$ cat src/verilog/rom_ctrl_pkg.sv
/*
  Shared definitions for the ROM controller
  Select encoding, checker states, default widths, scrambling and select helpers
*/

package rom_ctrl_pkg;

  // Default geometry
  parameter int AddrWidth = 6;
  parameter int DataWidth = 32;

  // Four-bit encoded select, every other pattern is a fault
  typedef enum logic [3:0] {
    MuBi4True  = 4'h6,
    MuBi4False = 4'h9
  } mubi4_e;

  // Checker FSM
  typedef enum logic [2:0] {
    ChkIdle,
    ChkRead,
    ChkCompare,
    ChkDone,
    ChkFail
  } chk_state_e;

  // Keystream word for a logical address
  function automatic logic [DataWidth-1:0] rom_keystream(int unsigned addr,
                                                         logic [DataWidth-1:0] key);
    logic [DataWidth-1:0] ks;
    ks = key ^ DataWidth'(addr * 32'h9e37_79b1);
    // Rotate and fold so neighbouring addresses differ in many bits
    return ks ^ {ks[DataWidth-9:0], ks[DataWidth-1:DataWidth-8]};
  endfunction

  // Logical to physical address, XOR with the key
  // The digest slot and its XOR partner stay in place so the top word is still the digest
  function automatic int unsigned rom_addr_perm(int unsigned addr, int unsigned key,
                                                int unsigned depth);
    int unsigned last;
    int unsigned k;
    last = depth - 1;
    k    = key & last;
    if (addr == last || addr == (last ^ k)) begin
      return addr;
    end
    return addr ^ k;
  endfunction

  // Address mixing for the cleartext image
  function automatic logic [DataWidth-1:0] rom_mix(int unsigned addr);
    int unsigned m;
    m = addr * 32'h045d_9f3b;
    return DataWidth'(m ^ (m >> 15) ^ 32'hc3a5_0f1e);
  endfunction

  // Cleartext image, top word is the sum of all other scrambled words
  function automatic logic [DataWidth-1:0] rom_clear_word(int unsigned addr, int unsigned depth,
                                                          logic [DataWidth-1:0] data_key);
    logic [DataWidth-1:0] sum;
    sum = '0;
    if (addr != depth - 1) begin
      return rom_mix(addr);
    end
    for (int unsigned i = 0; i < depth - 1; i++) begin
      sum += rom_mix(i) ^ rom_keystream(i, data_key);
    end
    return sum;
  endfunction

  // Strict select tests
  function automatic logic mubi4_is_true(mubi4_e v);
    return v == MuBi4True;
  endfunction

  function automatic logic mubi4_is_false(mubi4_e v);
    return v == MuBi4False;
  endfunction

  function automatic logic mubi4_is_invalid(mubi4_e v);
    return !(mubi4_is_true(v) || mubi4_is_false(v));
  endfunction

endpackage
$ cat src/verilog/rom_rd_if.sv
/*
  ROM read port
  Requester drives request and both addresses, ROM side returns data and valid
*/

`timescale 1ns/1ps

interface rom_rd_if #(
  parameter int AddrWidth = rom_ctrl_pkg::AddrWidth,
  parameter int DataWidth = rom_ctrl_pkg::DataWidth
);

  logic                 req;
  // Physical array index
  logic [AddrWidth-1:0] rom_addr;
  // Logical address, selects the keystream
  logic [AddrWidth-1:0] prince_addr;
  logic [DataWidth-1:0] scr_rdata;
  logic [DataWidth-1:0] clr_rdata;
  logic                 rvalid;

  modport requester (output req, rom_addr, prince_addr, input scr_rdata, clr_rdata, rvalid);

  modport rom_side (input req, rom_addr, prince_addr, output scr_rdata, clr_rdata, rvalid);

endinterface

$ cat src/verilog/rom_ctrl_top.sv
/*
  ROM controller top level
  Checker and bus stage feed the one-way mux, which drives the scrambled ROM
*/

`timescale 1ns/1ps

module rom_ctrl_top #(
  parameter int                   AddrWidth  = rom_ctrl_pkg::AddrWidth,
  parameter int                   DataWidth  = rom_ctrl_pkg::DataWidth,
  parameter int                   NumCredits = 4,
  parameter logic [DataWidth-1:0] DataKey    = DataWidth'(32'h3c5a_96e1),
  parameter logic [AddrWidth-1:0] AddrKey    = AddrWidth'(6'h15)
) (
  input  logic                 clk_i,
  input  logic                 rst_ni,
  // Host side, requests need a credit
  input  logic                 bus_req_i,
  input  logic [AddrWidth-1:0] bus_addr_i,
  output logic                 bus_credit_o,
  output logic                 bus_rvalid_o,
  output logic [DataWidth-1:0] bus_rdata_o,
  input  logic                 bus_rready_i,
  // Boot check status
  output logic                 check_done_o,
  output logic                 check_fail_o,
  output logic                 alert_o
);

  rom_ctrl_pkg::mubi4_e sel_bus;
  logic                 bus_gnt;

  rom_rd_if #(.AddrWidth(AddrWidth), .DataWidth(DataWidth)) chk_rd ();
  rom_rd_if #(.AddrWidth(AddrWidth), .DataWidth(DataWidth)) bus_rd ();
  rom_rd_if #(.AddrWidth(AddrWidth), .DataWidth(DataWidth)) rom_rd ();

  rom_ctrl_checker #(
    .AddrWidth (AddrWidth),
    .DataWidth (DataWidth),
    .DataKey   (DataKey)
  ) u_checker (
    .clk_i        (clk_i),
    .rst_ni       (rst_ni),
    .rd           (chk_rd),
    .sel_bus_o    (sel_bus),
    .check_done_o (check_done_o),
    .check_fail_o (check_fail_o)
  );

  rom_ctrl_bus_stage #(
    .AddrWidth  (AddrWidth),
    .DataWidth  (DataWidth),
    .NumCredits (NumCredits),
    .AddrKey    (AddrKey)
  ) u_bus_stage (
    .clk_i        (clk_i),
    .rst_ni       (rst_ni),
    .bus_gnt_i    (bus_gnt),
    .bus_req_i    (bus_req_i),
    .bus_addr_i   (bus_addr_i),
    .bus_credit_o (bus_credit_o),
    .bus_rvalid_o (bus_rvalid_o),
    .bus_rdata_o  (bus_rdata_o),
    .bus_rready_i (bus_rready_i),
    .rd           (bus_rd)
  );

  rom_ctrl_mux #(
    .DataWidth (DataWidth)
  ) u_mux (
    .clk_i     (clk_i),
    .rst_ni    (rst_ni),
    .sel_bus_i (sel_bus),
    .bus_gnt_o (bus_gnt),
    .chk       (chk_rd),
    .bus       (bus_rd),
    .rom       (rom_rd),
    .alert_o   (alert_o)
  );

  rom_ctrl_scr_rom #(
    .AddrWidth (AddrWidth),
    .DataWidth (DataWidth),
    .DataKey   (DataKey),
    .AddrKey   (AddrKey)
  ) u_scr_rom (
    .clk_i  (clk_i),
    .rst_ni (rst_ni),
    .rd     (rom_rd)
  );

endmodule

$ cat src/verilog/rom_ctrl_scr_rom.sv
/*
  Scrambled ROM array
  Image built at elaboration, one-cycle read, descrambled output
*/

`timescale 1ns/1ps

module rom_ctrl_scr_rom #(
  parameter int                   AddrWidth = rom_ctrl_pkg::AddrWidth,
  parameter int                   DataWidth = rom_ctrl_pkg::DataWidth,
  parameter logic [DataWidth-1:0] DataKey   = '0,
  parameter logic [AddrWidth-1:0] AddrKey   = '0
) (
  input  logic       clk_i,
  input  logic       rst_ni,
  rom_rd_if.rom_side rd
);

  localparam int Depth = 2 ** AddrWidth;

  logic [DataWidth-1:0] mem [Depth];
  logic [DataWidth-1:0] scr_q;
  // Logical address of the word in scr_q
  logic [AddrWidth-1:0] laddr_q;
  logic                 rvalid_q;

  // Physical slot p holds the logical word that maps onto it
  // The permutation is its own inverse
  for (genvar p = 0; p < Depth; p++) begin : g_image
    localparam int unsigned LogAddr = rom_ctrl_pkg::rom_addr_perm(p, 32'(AddrKey), Depth);
    localparam logic [DataWidth-1:0] ScrWord =
        rom_ctrl_pkg::rom_clear_word(LogAddr, Depth, DataKey) ^
        rom_ctrl_pkg::rom_keystream(LogAddr, DataKey);
    assign mem[p] = ScrWord;
  end

  always_ff @(posedge clk_i or negedge rst_ni) begin
    if (!rst_ni) begin
      rvalid_q <= 1'b0;
    end else begin
      rvalid_q <= rd.req;
    end
  end

  always_ff @(posedge clk_i) begin
    if (rd.req) begin
      scr_q   <= mem[rd.rom_addr];
      laddr_q <= rd.prince_addr;
    end
  end

  assign rd.scr_rdata = scr_q;
  // Descramble with the keystream of the logical address
  assign rd.clr_rdata = scr_q ^ rom_ctrl_pkg::rom_keystream(32'(laddr_q), DataKey);
  assign rd.rvalid    = rvalid_q;

endmodule

$ cat src/verilog/rom_ctrl_mux.sv
/*
  One-way mux between checker and bus in front of the ROM
  Registered select, integrity and reversion alert
*/

`timescale 1ns/1ps

module rom_ctrl_mux #(
  parameter int DataWidth = rom_ctrl_pkg::DataWidth
) (
  input  logic                 clk_i,
  input  logic                 rst_ni,
  input  rom_ctrl_pkg::mubi4_e sel_bus_i,
  output logic                 bus_gnt_o,
  rom_rd_if.rom_side           chk,
  rom_rd_if.rom_side           bus,
  rom_rd_if.requester          rom,
  output logic                 alert_o
);

  rom_ctrl_pkg::mubi4_e sel_d;
  rom_ctrl_pkg::mubi4_e sel_q;
  // One cycle behind sel_q, catches a flop that falls back
  rom_ctrl_pkg::mubi4_e sel_qq;
  logic                 sel_true_i;
  logic                 sel_true_q;
  logic                 sel_invalid;
  logic                 sel_reverted;
  logic                 sel_q_reverted;
  logic                 alert_q;

  assign sel_true_i = rom_ctrl_pkg::mubi4_is_true(sel_bus_i);
  assign sel_true_q = rom_ctrl_pkg::mubi4_is_true(sel_q);

  // Once true the registered select holds true, whatever the input does
  assign sel_d = sel_true_q ? rom_ctrl_pkg::MuBi4True : sel_bus_i;

  always_ff @(posedge clk_i or negedge rst_ni) begin
    if (!rst_ni) begin
      sel_q  <= rom_ctrl_pkg::MuBi4False;
      sel_qq <= rom_ctrl_pkg::MuBi4False;
    end else begin
      sel_q  <= sel_d;
      sel_qq <= sel_q;
    end
  end

  // Corrupt encoding on the input or in the flop
  assign sel_invalid = rom_ctrl_pkg::mubi4_is_invalid(sel_bus_i) ||
                       rom_ctrl_pkg::mubi4_is_invalid(sel_q);

  // Input went back to the checker after handover
  assign sel_reverted = sel_true_q && rom_ctrl_pkg::mubi4_is_false(sel_bus_i);

  // Registered copy lost its true value
  assign sel_q_reverted = rom_ctrl_pkg::mubi4_is_true(sel_qq) && !sel_true_q;

  // Sticky until reset
  always_ff @(posedge clk_i or negedge rst_ni) begin
    if (!rst_ni) begin
      alert_q <= 1'b0;
    end else if (sel_invalid || sel_reverted || sel_q_reverted) begin
      alert_q <= 1'b1;
    end
  end

  assign alert_o = alert_q;

  // Bus owns the ROM from the cycle the select turns true
  assign bus_gnt_o = sel_true_i;

  assign rom.req         = sel_true_i ? bus.req         : chk.req;
  assign rom.rom_addr    = sel_true_i ? bus.rom_addr    : chk.rom_addr;
  assign rom.prince_addr = sel_true_i ? bus.prince_addr : chk.prince_addr;

  // A response belongs to whoever held the select at request time
  assign bus.rvalid    = sel_true_q && rom.rvalid;
  assign bus.clr_rdata = rom.clr_rdata;
  // Bus never sees raw scrambled words
  assign bus.scr_rdata = {DataWidth{1'b0}};

  assign chk.rvalid    = !sel_true_q && rom.rvalid;
  assign chk.scr_rdata = rom.scr_rdata;
  // Checker path carries only scrambled data
  assign chk.clr_rdata = {DataWidth{1'b0}};

endmodule

$ cat src/verilog/rom_ctrl_checker.sv
/*
  Boot-time ROM checker
  Reads every word, sums the scrambled image and compares with the stored digest
  Hands the ROM to the bus on a match
*/

`timescale 1ns/1ps

module rom_ctrl_checker #(
  parameter int                   AddrWidth = rom_ctrl_pkg::AddrWidth,
  parameter int                   DataWidth = rom_ctrl_pkg::DataWidth,
  parameter logic [DataWidth-1:0] DataKey   = '0
) (
  input  logic                 clk_i,
  input  logic                 rst_ni,
  rom_rd_if.requester          rd,
  output rom_ctrl_pkg::mubi4_e sel_bus_o,
  output logic                 check_done_o,
  output logic                 check_fail_o
);

  localparam int                   Depth    = 2 ** AddrWidth;
  localparam logic [AddrWidth-1:0] LastAddr = AddrWidth'(Depth - 1);
  // Keystream of the digest slot, needed to unscramble it
  localparam logic [DataWidth-1:0] DigestKs = rom_ctrl_pkg::rom_keystream(Depth - 1, DataKey);

  rom_ctrl_pkg::chk_state_e state_q;
  rom_ctrl_pkg::chk_state_e state_d;
  logic [AddrWidth-1:0]     req_addr_q;
  logic [AddrWidth-1:0]     rsp_addr_q;
  logic                     req_done_q;
  logic                     last_rsp;
  logic [DataWidth-1:0]     sum_q;
  logic [DataWidth-1:0]     digest_q;

  // One read per cycle, physical and logical address the same
  assign rd.req         = (state_q == rom_ctrl_pkg::ChkRead) && !req_done_q;
  assign rd.rom_addr    = req_addr_q;
  assign rd.prince_addr = req_addr_q;

  // Responses come back in order, so a counter names each one
  assign last_rsp = rd.rvalid && (rsp_addr_q == LastAddr);

  always_comb begin
    state_d = state_q;
    case (state_q)
      rom_ctrl_pkg::ChkIdle: begin
        state_d = rom_ctrl_pkg::ChkRead;
      end
      rom_ctrl_pkg::ChkRead: begin
        if (last_rsp) begin
          state_d = rom_ctrl_pkg::ChkCompare;
        end
      end
      rom_ctrl_pkg::ChkCompare: begin
        state_d = (sum_q == digest_q) ? rom_ctrl_pkg::ChkDone : rom_ctrl_pkg::ChkFail;
      end
      // Done and fail are terminal
      default: begin
        state_d = state_q;
      end
    endcase
  end

  always_ff @(posedge clk_i or negedge rst_ni) begin
    if (!rst_ni) begin
      state_q    <= rom_ctrl_pkg::ChkIdle;
      req_addr_q <= '0;
      rsp_addr_q <= '0;
      req_done_q <= 1'b0;
      sum_q      <= '0;
    end else begin
      state_q <= state_d;
      if (rd.req) begin
        req_addr_q <= req_addr_q + 1'b1;
        if (req_addr_q == LastAddr) begin
          req_done_q <= 1'b1;
        end
      end
      if (rd.rvalid) begin
        rsp_addr_q <= rsp_addr_q + 1'b1;
        // Digest word itself stays out of the sum
        if (!last_rsp) begin
          sum_q <= sum_q + rd.scr_rdata;
        end
      end
    end
  end

  // Digest in clear form, captured from the last response
  always_ff @(posedge clk_i) begin
    if (last_rsp) begin
      digest_q <= rd.scr_rdata ^ DigestKs;
    end
  end

  // Select only moves to the bus on a good digest
  assign sel_bus_o = (state_q == rom_ctrl_pkg::ChkDone) ? rom_ctrl_pkg::MuBi4True
                                                        : rom_ctrl_pkg::MuBi4False;

  assign check_done_o = (state_q == rom_ctrl_pkg::ChkDone) ||
                        (state_q == rom_ctrl_pkg::ChkFail);
  assign check_fail_o = state_q == rom_ctrl_pkg::ChkFail;

endmodule

$ cat src/verilog/rom_ctrl_bus_stage.sv
/*
  Bus request stage
  Credit issue and return, address permutation, in-order response FIFO
*/

`timescale 1ns/1ps

module rom_ctrl_bus_stage #(
  parameter int                   AddrWidth  = rom_ctrl_pkg::AddrWidth,
  parameter int                   DataWidth  = rom_ctrl_pkg::DataWidth,
  parameter int                   NumCredits = 4,
  parameter logic [AddrWidth-1:0] AddrKey    = '0
) (
  input  logic                 clk_i,
  input  logic                 rst_ni,
  input  logic                 bus_gnt_i,
  input  logic                 bus_req_i,
  input  logic [AddrWidth-1:0] bus_addr_i,
  output logic                 bus_credit_o,
  output logic                 bus_rvalid_o,
  output logic [DataWidth-1:0] bus_rdata_o,
  input  logic                 bus_rready_i,
  rom_rd_if.requester          rd
);

  localparam int Depth = 2 ** AddrWidth;
  localparam int CntW  = $clog2(NumCredits + 1);
  localparam int PtrW  = (NumCredits > 1) ? $clog2(NumCredits) : 1;

  logic [CntW-1:0]      init_q;
  logic [CntW-1:0]      owed_q;
  logic [CntW-1:0]      owed_sum;
  logic                 issue_init;
  logic                 credit_q;
  logic                 push;
  logic                 pop;
  logic [PtrW-1:0]      wr_ptr_q;
  logic [PtrW-1:0]      rd_ptr_q;
  logic [CntW-1:0]      count_q;
  logic [DataWidth-1:0] fifo_q [NumCredits];

  // Wrap at the FIFO depth, which need not be a power of two
  function automatic logic [PtrW-1:0] ptr_inc(logic [PtrW-1:0] p);
    return (p == PtrW'(NumCredits - 1)) ? '0 : p + 1'b1;
  endfunction

  // Requests go straight to the mux, credits already bound them
  assign rd.req         = bus_req_i;
  assign rd.prince_addr = bus_addr_i;
  assign rd.rom_addr    = AddrWidth'(rom_ctrl_pkg::rom_addr_perm(32'(bus_addr_i),
                                                                 32'(AddrKey), Depth));

  assign push = rd.rvalid;
  assign pop  = bus_rvalid_o && bus_rready_i;

  // Initial credits once the bus owns the ROM, one per cycle
  assign issue_init = bus_gnt_i && (init_q != CntW'(NumCredits));
  // Returned credits waiting for a free credit slot
  assign owed_sum   = owed_q + CntW'(pop);

  always_ff @(posedge clk_i or negedge rst_ni) begin
    if (!rst_ni) begin
      init_q   <= '0;
      owed_q   <= '0;
      credit_q <= 1'b0;
    end else begin
      credit_q <= issue_init || (owed_sum != '0);
      if (issue_init) begin
        init_q <= init_q + 1'b1;
      end
      // An initial credit takes the pulse slot, owed ones wait
      owed_q <= (issue_init || owed_sum == '0) ? owed_sum : owed_sum - 1'b1;
    end
  end

  // FIFO control
  always_ff @(posedge clk_i or negedge rst_ni) begin
    if (!rst_ni) begin
      wr_ptr_q <= '0;
      rd_ptr_q <= '0;
      count_q  <= '0;
    end else begin
      if (push) begin
        wr_ptr_q <= ptr_inc(wr_ptr_q);
      end
      if (pop) begin
        rd_ptr_q <= ptr_inc(rd_ptr_q);
      end
      count_q <= count_q + CntW'(push) - CntW'(pop);
    end
  end

  // FIFO storage
  always_ff @(posedge clk_i) begin
    if (push) begin
      fifo_q[wr_ptr_q] <= rd.clr_rdata;
    end
  end

  assign bus_credit_o = credit_q;
  assign bus_rvalid_o = count_q != '0;
  assign bus_rdata_o  = fifo_q[rd_ptr_q];

endmodule

$ cat config.mk
export PLATFORM = sky130hd
export DESIGN_NAME = rom_ctrl_top
export DESIGN_NICKNAME = d
export VERILOG_FILES = /design/src/verilog/rom_ctrl_pkg.sv /design/src/verilog/rom_rd_if.sv /design/src/verilog/rom_ctrl_top.sv /design/src/verilog/rom_ctrl_scr_rom.sv /design/src/verilog/rom_ctrl_mux.sv /design/src/verilog/rom_ctrl_checker.sv /design/src/verilog/rom_ctrl_bus_stage.sv
export SDC_FILE = /design/constraint.sdc
export NUM_CORES = 1
export LEC_CHECK = 0
export BUFFER_PORTS_ARGS = -buffer_cell sky130_fd_sc_hd__buf_2
export CAP_MARGIN = 0
export CORE_UTILIZATION = 60
export DETAILED_ROUTE_END_ITERATION = 8
export PLACE_DENSITY = 0.77
export SLEW_MARGIN = 20
export SYNTH_ARGS = -nofsm -noshare
export SYNTH_HDL_FRONTEND = slang
export SYNTH_HIERARCHICAL = 1
export SYNTH_SLANG_ARGS = --single-unit
export TNS_END_PERCENT = 1
$ cat constraint.sdc
create_clock -name clk_i -period 5.1 [get_ports clk_i]
set_input_delay 0.51 -clock clk_i [delete_from_list [all_inputs] [get_ports clk_i]]
set_output_delay 0.51 -clock clk_i [all_outputs]
set_load 0.05 [all_outputs]
==> results of run 1 <==
[what timing repair did]
item                       4_1_cts  5_1_grt
setup endpoints to repair        0        0
hold endpoints to repair        14        0
buffers inserted                 0        0
hold buffers                     1        0
[worst max-delay path by stage]
stage / end / slack (ps) / startpoint
after global routing: u_bus_stage/fifo_q[1][31] / 120 / u_scr_rom/laddr_q[3]
after floorplan: u_bus_stage/fifo_q[0][29] / 730 / u_scr_rom/laddr_q[3]
after detailed placement: u_bus_stage/fifo_q[3][31] / 360 / u_scr_rom/laddr_q[3]
after CTS: u_bus_stage/fifo_q[2][31] / 350 / u_scr_rom/laddr_q[3]
after global placement: u_bus_stage/fifo_q[2][29] / 470 / u_scr_rom/laddr_q[0]
final: u_bus_stage/fifo_q[3][31] / 340 / u_scr_rom/laddr_q[3]
[through the flow]
stage          cell area (sq um)  hold WS (ps)  util [%]  total power, mW  instances
2_1_floorplan              19100           214         -             2.85       1832
3_5_place_dp               18900           365      60.0             2.89       2118
3_3_place_gp               18900           362      60.0             2.87       2118
5_1_grt                    19900           325      63.2             5.15       2171
4_1_cts                    19900           316      63.2             5.03       2171
6_report                   19900           328      63.2             4.98       2171
[metal layers]
metal / vias up / track usage, % / wire, um
met3: 169 / 3.76 / 3720
met2: 706 / 51.8 / 24000
met4: 0 / 13.0 / 2360
li1: 6389 / - / -
met5: - / 0 / 0
met1: 6806 / 42.9 / 21200
[state kept, by name, indices dropped and copies added, names as in the netlist]
| name | count |
|---|---|
| u_checker/rsp_addr_q | 6 |
| u_mux/alert_o | 1 |
| u_bus_stage/fifo_q | 128 |
| u_bus_stage/rd_ptr_q | 2 |
| u_scr_rom/rd.scr_rdata | 32 |
| u_checker/state_q | 3 |
| u_checker/sum_q | 32 |
| u_checker/rd.prince_addr | 6 |
| u_bus_stage/wr_ptr_q | 2 |
| u_bus_stage/owed_q | 3 |
| u_bus_stage/count_q | 3 |
| u_bus_stage/bus_credit_o | 1 |
| u_mux/sel_q | 4 |
| u_checker/req_done_q | 1 |
| u_scr_rom/rd.rvalid | 1 |
| u_bus_stage/init_q | 3 |
| u_scr_rom/laddr_q | 6 |
| u_mux/sel_qq | 4 |
| u_checker/digest_q | 32 |
[final cells by class]
class | instances | share of cell area (%)
tap | 402 | 2.53
clock inverter | 14 | 0.862
inverter | 109 | 2.06
clock buffer | 38 | 4.08
multi-input combinational | 1267 | 49.3
timing repair buffer | 71 | 2.13
sequential | 270 | 39.0
[where the power goes]
| group | switching (mW) | total [mW] | internal, mW |
|---|---|---|---|
| combinational | 0.212 | 0.405 | 0.194 |
| sequential | 0.0536 | 2.43 | 2.37 |
| clock | 0.879 | 2.15 | 1.27 |
| total | 1.14 | 4.98 | 3.84 |
[cells in the final DEF, fill, tap and decap left out, types with 8 or more instances in the layout]
| cell | count |
|---|---|
| inv_1 | 107 |
| a221oi_1 | 11 |
| edfxtp_1 | 198 |
| o211ai_1 | 17 |
| o21ai_0 | 97 |
| nor2b_1 | 12 |
| nand4_1 | 22 |
| nor3_1 | 21 |
| nand2b_1 | 10 |
| fa_1 | 35 |
| buf_2 | 45 |
| buf_4 | 25 |
| ha_1 | 110 |
| a311oi_1 | 12 |
| mux4_2 | 31 |
| a31oi_1 | 28 |
| mux2i_1 | 8 |
| a211oi_1 | 18 |
| nand2_1 | 160 |
| and3_1 | 10 |
| mux2_2 | 13 |
| mux2_4 | 8 |
| nand3_1 | 29 |
| dfrtp_1 | 67 |
| xnor2_1 | 107 |
| clkbuf_16 | 30 |
| a21oi_1 | 149 |
| o21a_1 | 16 |
| o21ai_1 | 21 |
| a21o_1 | 15 |
| or2_2 | 8 |
| nor2_1 | 100 |
| o22ai_1 | 9 |
| and2_1 | 11 |
| xor2_1 | 56 |
==> results.yml, run 1 <==
power:
  p_per_area_nw_per_um2: 251
  leakagePower_nw: 7.60
  vdd_drop_max_mv: 0.263
timing:
  final.min_clock_period_ps: 4760
  hold_violations: 0
  worst_pin_slew_ps: 1010
  final.period_utilization_pct: 93.4
  tns_ps: 0
  setup_viol: 0
  clock_skew_ps: 20.6
  slew_violations: 0
  slew_headroom_pct: 33.0
  finalWorstSetupSlack_ps: 336
  fmax_ghz: 0.210
  rsz0062_at_grt: "no"
route:
  vias_per_cell: 6.48
  vias: 14100
  drt-initial-drc-count: 1685
  ant_nets: 0
  drc_errors: 0
  wl_mm: 51.2
  wl_per_cell_um: 23.6
  drtPass1Iterations: 6
min_path:
  min_from: "bus_addr_i[3]"
  hold_depth: 2
  hold-path-endpoint: "u_scr_rom/laddr_q[3]"
  min_path_type: "in2reg"
critical_path:
  rr_startpoint: "u_scr_rom/laddr_q[3]"
  crit_family: "adder cells"
  worstPathArrival_ps: 5050
  worstSetupPathType: "reg2reg"
  path_cells: "inv_1, fa_1, fa_1, fa_1, inv_1, ha_1, a21oi_1, o211ai_1, o21ai_4, o21ai_1, a41oi_2, xnor3_1"
  worstRegToRegCells: 12
  r2r-end: "u_bus_stage/fifo_q[3][31]"
  ff2ff_setup_slack_ps: 340
  cpPeakStageDelay_ps: 630
  crit_buf_inv: 2
  worst_ep_required_time_ps: 5380
  critPathCaptureType: "register"
  worstSetupStartpointType: "register"
  critical_path.slowest_cell: "fa_1"
  crit_cells: 12
  crit_top_cell: "fa_1"
  cp_max_fo: 9
yosys:
  syn-num-nets: 1987
  synthCells: 1832
  ys_warn_count: 6
  synth_area_sq_um: 19100
  avgSynthCellArea_sq_um: 10.4
cts:
  htree_num_levels: 1
  tritoncts: "yes"
  clock_latency_ps: 560
  numCtsBuffers: 28
  clock-sinks: 270
  root_buffer: "clkbuf_16"
  clock_path_buffers: 3
  cts_resized: 0
  clk_pin_slew_ps: 60
global_route:
  grt_pass1_wl_mm: 79.7
  grt_pass1_vias: 13700
  antenna_found_initial: 0
  grt_overflow: 0
  grt_max_degree: 74
  track_usage_pct: 31.6
floorplan:
  start_util_pct: 60.8
  ios: 47
  num_rows: 65
  dieArea_sq_um: 32600
  die_height_um: 181
  dieWidth_um: 181
  design.core.area_sq_um: 31500
cells_and_area:
  ff_latch_area_sq_um: 7750
  multi_input_area_sq_um: 9810
  drive_gt1_share_pct: 12.3
  fill_cells: 2442
  antenna_cells: 0
  nets: 1902
  syn_to_final_growth_pct: 3.86
placement:
  numPortBuffers: 46
  place_congestion: 1.04
  place_hpwl_mm: 37.7
  dpl_worst_slack_ps: 361
job:
  maxCapViolations: 0
run_status:
  outcome: "completed"
Power figures use the tool's default switching activity.
==> inputs of run 2 (changes only) <==
--- a/config.mk
+++ b/config.mk
@@ -6,6 +6,7 @@
 export NUM_CORES = 1
 export LEC_CHECK = 0
+export ABC_AREA = 1
 export BUFFER_PORTS_ARGS = -buffer_cell sky130_fd_sc_hd__buf_2
-export CAP_MARGIN = 0
+export CAP_MARGIN = 20
 export CORE_UTILIZATION = 60
 export DETAILED_ROUTE_END_ITERATION = 8
==> constraint.sdc (replaced) <==
create_clock -name clk_i -period 5.1 [get_ports clk_i]
set_input_delay 0.765 -clock clk_i [delete_from_list [all_inputs] [get_ports clk_i]]
set_output_delay 0.765 -clock clk_i [all_outputs]
set_load 0.05 [all_outputs]
==> run 2 against run 1 <==
  * Power up 19%
  * First-iteration DRC count up 31%
  * Sequential power down 2%
  * Worst hold slack worse by 96 ps
  * Largest cell class unchanged
  * Largest power group unchanged
==> results.yml, run 2 <==
route:
  drt-initial-drc-count: 2212
  vias_per_cell: 5.80
  drc_errors: 0
  wl_mm: 60.9
  drtPass1Iterations: 5
  vias: 17300
  wl_per_cell_um: 20.4
  ant_nets: 0
global_route:
  grt_max_degree: 73
  grt_pass1_wl_mm: 92.8
  antenna_found_initial: 0
  track_usage_pct: 36.1
  grt_pass1_vias: 16600
  grt_overflow: 0
floorplan:
  design.core.area_sq_um: 32700
  dieArea_sq_um: 34200
  dieWidth_um: 185
  ios: 47
  num_rows: 66
  die_height_um: 185
  start_util_pct: 61.4
timing:
  timing.hold.ws_ps: 232
  tns_ps: 0
  fmax_ghz: 0.223
  setup_viol: 0
  hold_violations: 0
  final.min_clock_period_ps: 4490
  rsz0062_at_grt: "no"
  clock_skew_ps: 18.7
  finalWorstSetupSlack_ps: 608
  slew_headroom_pct: 34.7
  slew_violations: 0
  worst_pin_slew_ps: 976
  final.period_utilization_pct: 88.1
critical_path:
  worstPathArrival_ps: 4820
  crit_top_cell: "inv_1"
  cpPeakStageDelay_ps: 630
  worstRegToRegCells: 17
  rr_startpoint: "u_scr_rom/laddr_q[3]"
  critPathCaptureType: "register"
  worst_ep_required_time_ps: 5430
  worstSetupPathType: "reg2reg"
  worstSetupStartpointType: "register"
  r2r-end: "u_bus_stage/fifo_q[2][6]"
  path_cells: "inv_1, fa_1, inv_1, fa_1, inv_1, fa_1, inv_1, ha_1, nand2_1, o21ai_0, inv_1, nand2_1, nand2_1, nand3_1, nand2_1, nand2_2, xor2_1"
  endpoint: "u_bus_stage/fifo_q[2][6]"
  crit_start: "u_scr_rom/laddr_q[3]"
  cp_max_fo: 7
  critical_path.slowest_cell: "fa_1"
  ff2ff_setup_slack_ps: 610
cells_and_area:
  multi_input_area_sq_um: 9970
  drive_gt1_share_pct: 9.22
  largest_reg_flops: 128
  antenna_cells: 0
  syn_to_final_growth_pct: 5.28
  fill_cells: 2711
  most-common-layout-cells: "nand2_1, inv_1, nor2_1, edfxtp_1, o21ai_0"
  ff_latch_area_sq_um: 7750
  mostFrequentLayoutCell: "nand2_1"
  regMostFlops: "u_bus_stage/fifo_q"
  fin_util_pct: 64.7
  fin_area_sq_um: 21100
  instances_no_fill: 2991
  nets: 2682
placement:
  place_hpwl_mm: 46.1
  place_congestion: 1.07
  numPortBuffers: 46
  dpl_worst_slack_ps: 642
  place_area_sq_um: 20200
  dp.cells: 2938
cts:
  clock_path_buffers: 3
  cts_resized: 0
  clock-sinks: 270
  htree_num_levels: 1
  clock_latency_ps: 550
  root_buffer: "clkbuf_16"
  post-cts-setup-buffers: 0
  ctsHoldBuffers: 0
  clk_pin_slew_ps: 60
  numCtsBuffers: 29
  tritoncts: "yes"
run_status:
  outcome: "completed"
yosys:
  synthCells: 2565
  avgSynthCellArea_sq_um: 7.83
  syn-num-nets: 2720
  synth_area_sq_um: 20100
  ys_warn_count: 6
min_path:
  min_path_type: "in2async"
power:
  vdd_drop_max_mv: 0.426
  p_per_area_nw_per_um2: 280
  fin_total_pwr_mw: 5.92
  leakagePower_nw: 9.88
job:
  maxCapViolations: 0
==> run 2: how the worst min path moves through the flow <==
stage | to | slack [ps] | depth (start not counted)
after detailed placement | u_mux/sel_qq[0] | 380 | 0
final | u_bus_stage/rd_ptr_q[1] | 230 | 1
after global placement | u_mux/sel_qq[3] | 380 | 0
after floorplan | u_mux/sel_qq[3] | 370 | 0
after CTS | u_mux/sel_qq[3] | 390 | 0
after global routing | u_checker/sum_q[29] | 320 | 1
==> run 2: layer usage <==
metal	vias to the layer above	part of all wire (%)	global-route usage, %
met3	206	9.0	6.04
li1	8118	-	-
met5	-	0	0
met4	0	5.8	19.2
met2	905	44	57.2
met1	8105	41	47.3
==> run 2: area by class of cell <==
class	instances	share of cell area, %
multi-input cells	1770	47.2
flip-flops and latches	270	36.7
inverters	378	6.72
clock buffers	32	3.49
well taps	442	2.62
repair buffers	78	2.25
clock inverters	21	1.09
==> run 2: critical path, delay by kind of cell (launching register included) <==
| kind | cells | cell delay [ps] |
|---|---|---|
| adders and majority gates | 4 | 2020 |
| and+or+nand+nor | 6 | 590 |
| DFF | 1 | 570 |
| buffers and inverters | 5 | 420 |
| AOI/OAI and AO/OA | 1 | 340 |
| xor gates and xnor gates | 1 | 340 |
==> run 2: report_power, final <==
group          switching [mW]  internal [mW]  leakage [nW]  total [mW]
combinational            1.09          0.313          6.81        1.41
clock                   0.872           1.25         0.473        2.12
sequential             0.0201           2.37          2.60        2.39
==> inputs of run 3 (changes only) <==
Settings changed: REMOVE_ABC_BUFFERS set to 1, SKIP_LAST_GASP set to 1.
Clock period 5.1 ns to 5.2 ns, I/O delays scaled along.
==> run 3 against run 2 <==
  * Die area did not move
  * Global-route usage is 1.1 points lower
  * Register-to-register slack better by 280 ps
  * Sequential cell count stayed put
  * Largest cell class unchanged
  * Routed wire length fell by 2.3%
  * Cell count decreased by 0.23%
  * Highest routed layer unchanged
  * Critical path depth is 3 lower
  * Via count down 1.2%
  * Clock power fell by 3%
==> results.yml, run 3 (synthesis results as in run 2) <==
run_status:
  outcome: "completed"
global_route:
  grt_pass1_wl_mm: 90.0
  grt_overflow: 0
  track_usage_pct: 34.9
  grt.met2_usage_pct: 58.4
  grt_pass1_vias: 16400
  grt_max_degree: 68
  antenna_found_initial: 0
  globalRouteMet1Util_pct: 43.7
  busiest_layer: "met2"
  use_met3_pct: 4.56
power:
  p_seq_share_pct: 40.7
  combPwrFrac_pct: 23.7
  p_per_area_nw_per_um2: 274
  internal-power_mw: 3.87
  switching_share_pct: 32.9
  vdd_drop_max_mv: 0.592
  fin_total_pwr_mw: 5.77
  clkPwrFrac_pct: 35.6
  leakagePower_nw: 9.87
  p_switching_mw: 1.90
cts:
  ctsHoldBuffers: 0
  numCtsBuffers: 27
  root_buffer: "clkbuf_16"
  tritoncts: "yes"
  cts_resized: 0
  clock_latency_ps: 560
  clk_pin_slew_ps: 60
  clock-sinks: 270
  htree_num_levels: 1
  clock_path_buffers: 3
  post-cts-setup-buffers: 0
timing:
  slew_headroom_pct: 32.4
  slew_violations: 0
  hold_violations: 0
  final.period_utilization_pct: 83.0
  fmax_ghz: 0.232
  setup_viol: 0
  rsz0062_at_grt: "no"
  tns_ps: 0
  clock_skew_ps: 32.1
  final.min_clock_period_ps: 4320
  worst_pin_slew_ps: 1010
cells_and_area:
  nets: 2677
  drive_gt1_share_pct: 9.09
  mostFrequentLayoutCell: "nand2_1"
  most-common-layout-cells: "nand2_1, inv_1, nor2_1, edfxtp_1, o21ai_0"
  syn_to_final_growth_pct: 5.07
  fill_cells: 2778
  largest_reg_flops: 128
  multi_input_area_sq_um: 9970
  antenna_cells: 0
  ff_latch_area_sq_um: 7750
  regMostFlops: "u_bus_stage/fifo_q"
route:
  ant_nets: 0
  vias_per_cell: 5.74
  wl_per_cell_um: 19.9
  drt-initial-drc-count: 1811
  wl_mm: 59.5
  drc_errors: 0
  vias: 17100
  drtPass1Iterations: 7
critical_path:
  worst_ep_required_time_ps: 5540
  critical_path.slowest_cell: "fa_1"
  cp_max_fo: 7
  crit_top_cell: "inv_1"
  worstSetupStartpointType: "register"
  worstPathArrival_ps: 4650
  critPathCaptureType: "register"
  cpPeakStageDelay_ps: 660
  worstSetupPathType: "reg2reg"
  path_cells: "inv_1, fa_1, inv_1, fa_1, inv_1, fa_1, inv_1, ha_1, a21oi_1, o21ai_0, a21oi_1, nand4_1, nand2_1, xor2_1"
floorplan:
  die_height_um: 185
  start_util_pct: 61.4
  ios: 47
  dieArea_sq_um: 34200
  num_rows: 66
  dieWidth_um: 185
  design.core.area_sq_um: 32700
placement:
  numPortBuffers: 46
  place_hpwl_mm: 45.1
  place_congestion: 1.05
min_path:
  min_path_type: "in2async"
job:
  maxCapViolations: 0
[run 3: changes by cell type in the layout (fill, tap and decap cells not counted), sizes merged]
| cell | change |
|---|---|
| buf | -3 |
| clkbuf | +3 |
| clkinv | -5 |
| inv | -2 |
[run 3: worst paths after layout]
kind	end	cells after the start	slack, ps	start
setup reg to reg	u_bus_stage/fifo_q[0][2]	14	880	u_scr_rom/laddr_q[3]
hold reg to reg	u_mux/sel_qq[0]	0	380	u_mux/sel_q[0]
setup / recovery	u_bus_stage/fifo_q[0][2]	14	880	u_scr_rom/laddr_q[3]
max in group asynchronous	u_bus_stage/init_q[2]	2	4070	rst_ni
min in group clk_i	u_mux/sel_qq[0]	0	380	u_mux/sel_q[0]
hold / removal	u_bus_stage/count_q[2]	1	20	rst_ni
[run 3: stage by stage]
stage	area, sq um	std cells	util, %	setup WS, ps	hold WS, ps
after floorplan	19100	2418	-	1000	367
after global placement	20100	2935	61.6	978	372
after detailed placement	20100	2935	61.6	931	374
after CTS	21100	2984	64.5	933	2.36
after global routing	21100	2984	64.5	586	10.8
final	21100	2984	64.5	884	16.5
[run 3: critical path: cells and delay by family, from the launching register on]
family	cells	cell delay, ps
adder cells (fa/ha/maj)	4	1980
buffers and inverters	4	330
AND/OR/NAND/NOR	2	280
flip-flops	1	550
AO/OA/AOI/OAI	3	610
XOR/XNOR	1	350
[run 3: cell type report]
cell class / instances / area share, %
Multi-Input combinational cell: 1770 / 47.3
Sequential cell: 270 / 36.7
Inverter: 378 / 6.73
Clock buffer: 35 / 3.61
Tap cell: 442 / 2.62
Timing Repair Buffer: 75 / 2.13
Clock inverter: 14 / 0.895
[run 3: power groups by stage]
stage	clock (mW)	combinational (mW)	sequential, mW
after floorplan	0	0.946	2.44
after global placement	0	1.30	2.39
after detailed placement	0	1.36	2.39
after CTS	2.08	1.37	2.35
after global routing	2.15	1.50	2.35
final	2.05	1.37	2.35
[run 3: routing by layer]
layer | vias to the layer above | share of wire, %
met2 | 795 | 46
met5 | - | 0
met3 | 202 | 7.3
met4 | 0 | 6.0
li1 | 8111 | -
met1 | 8026 | 40
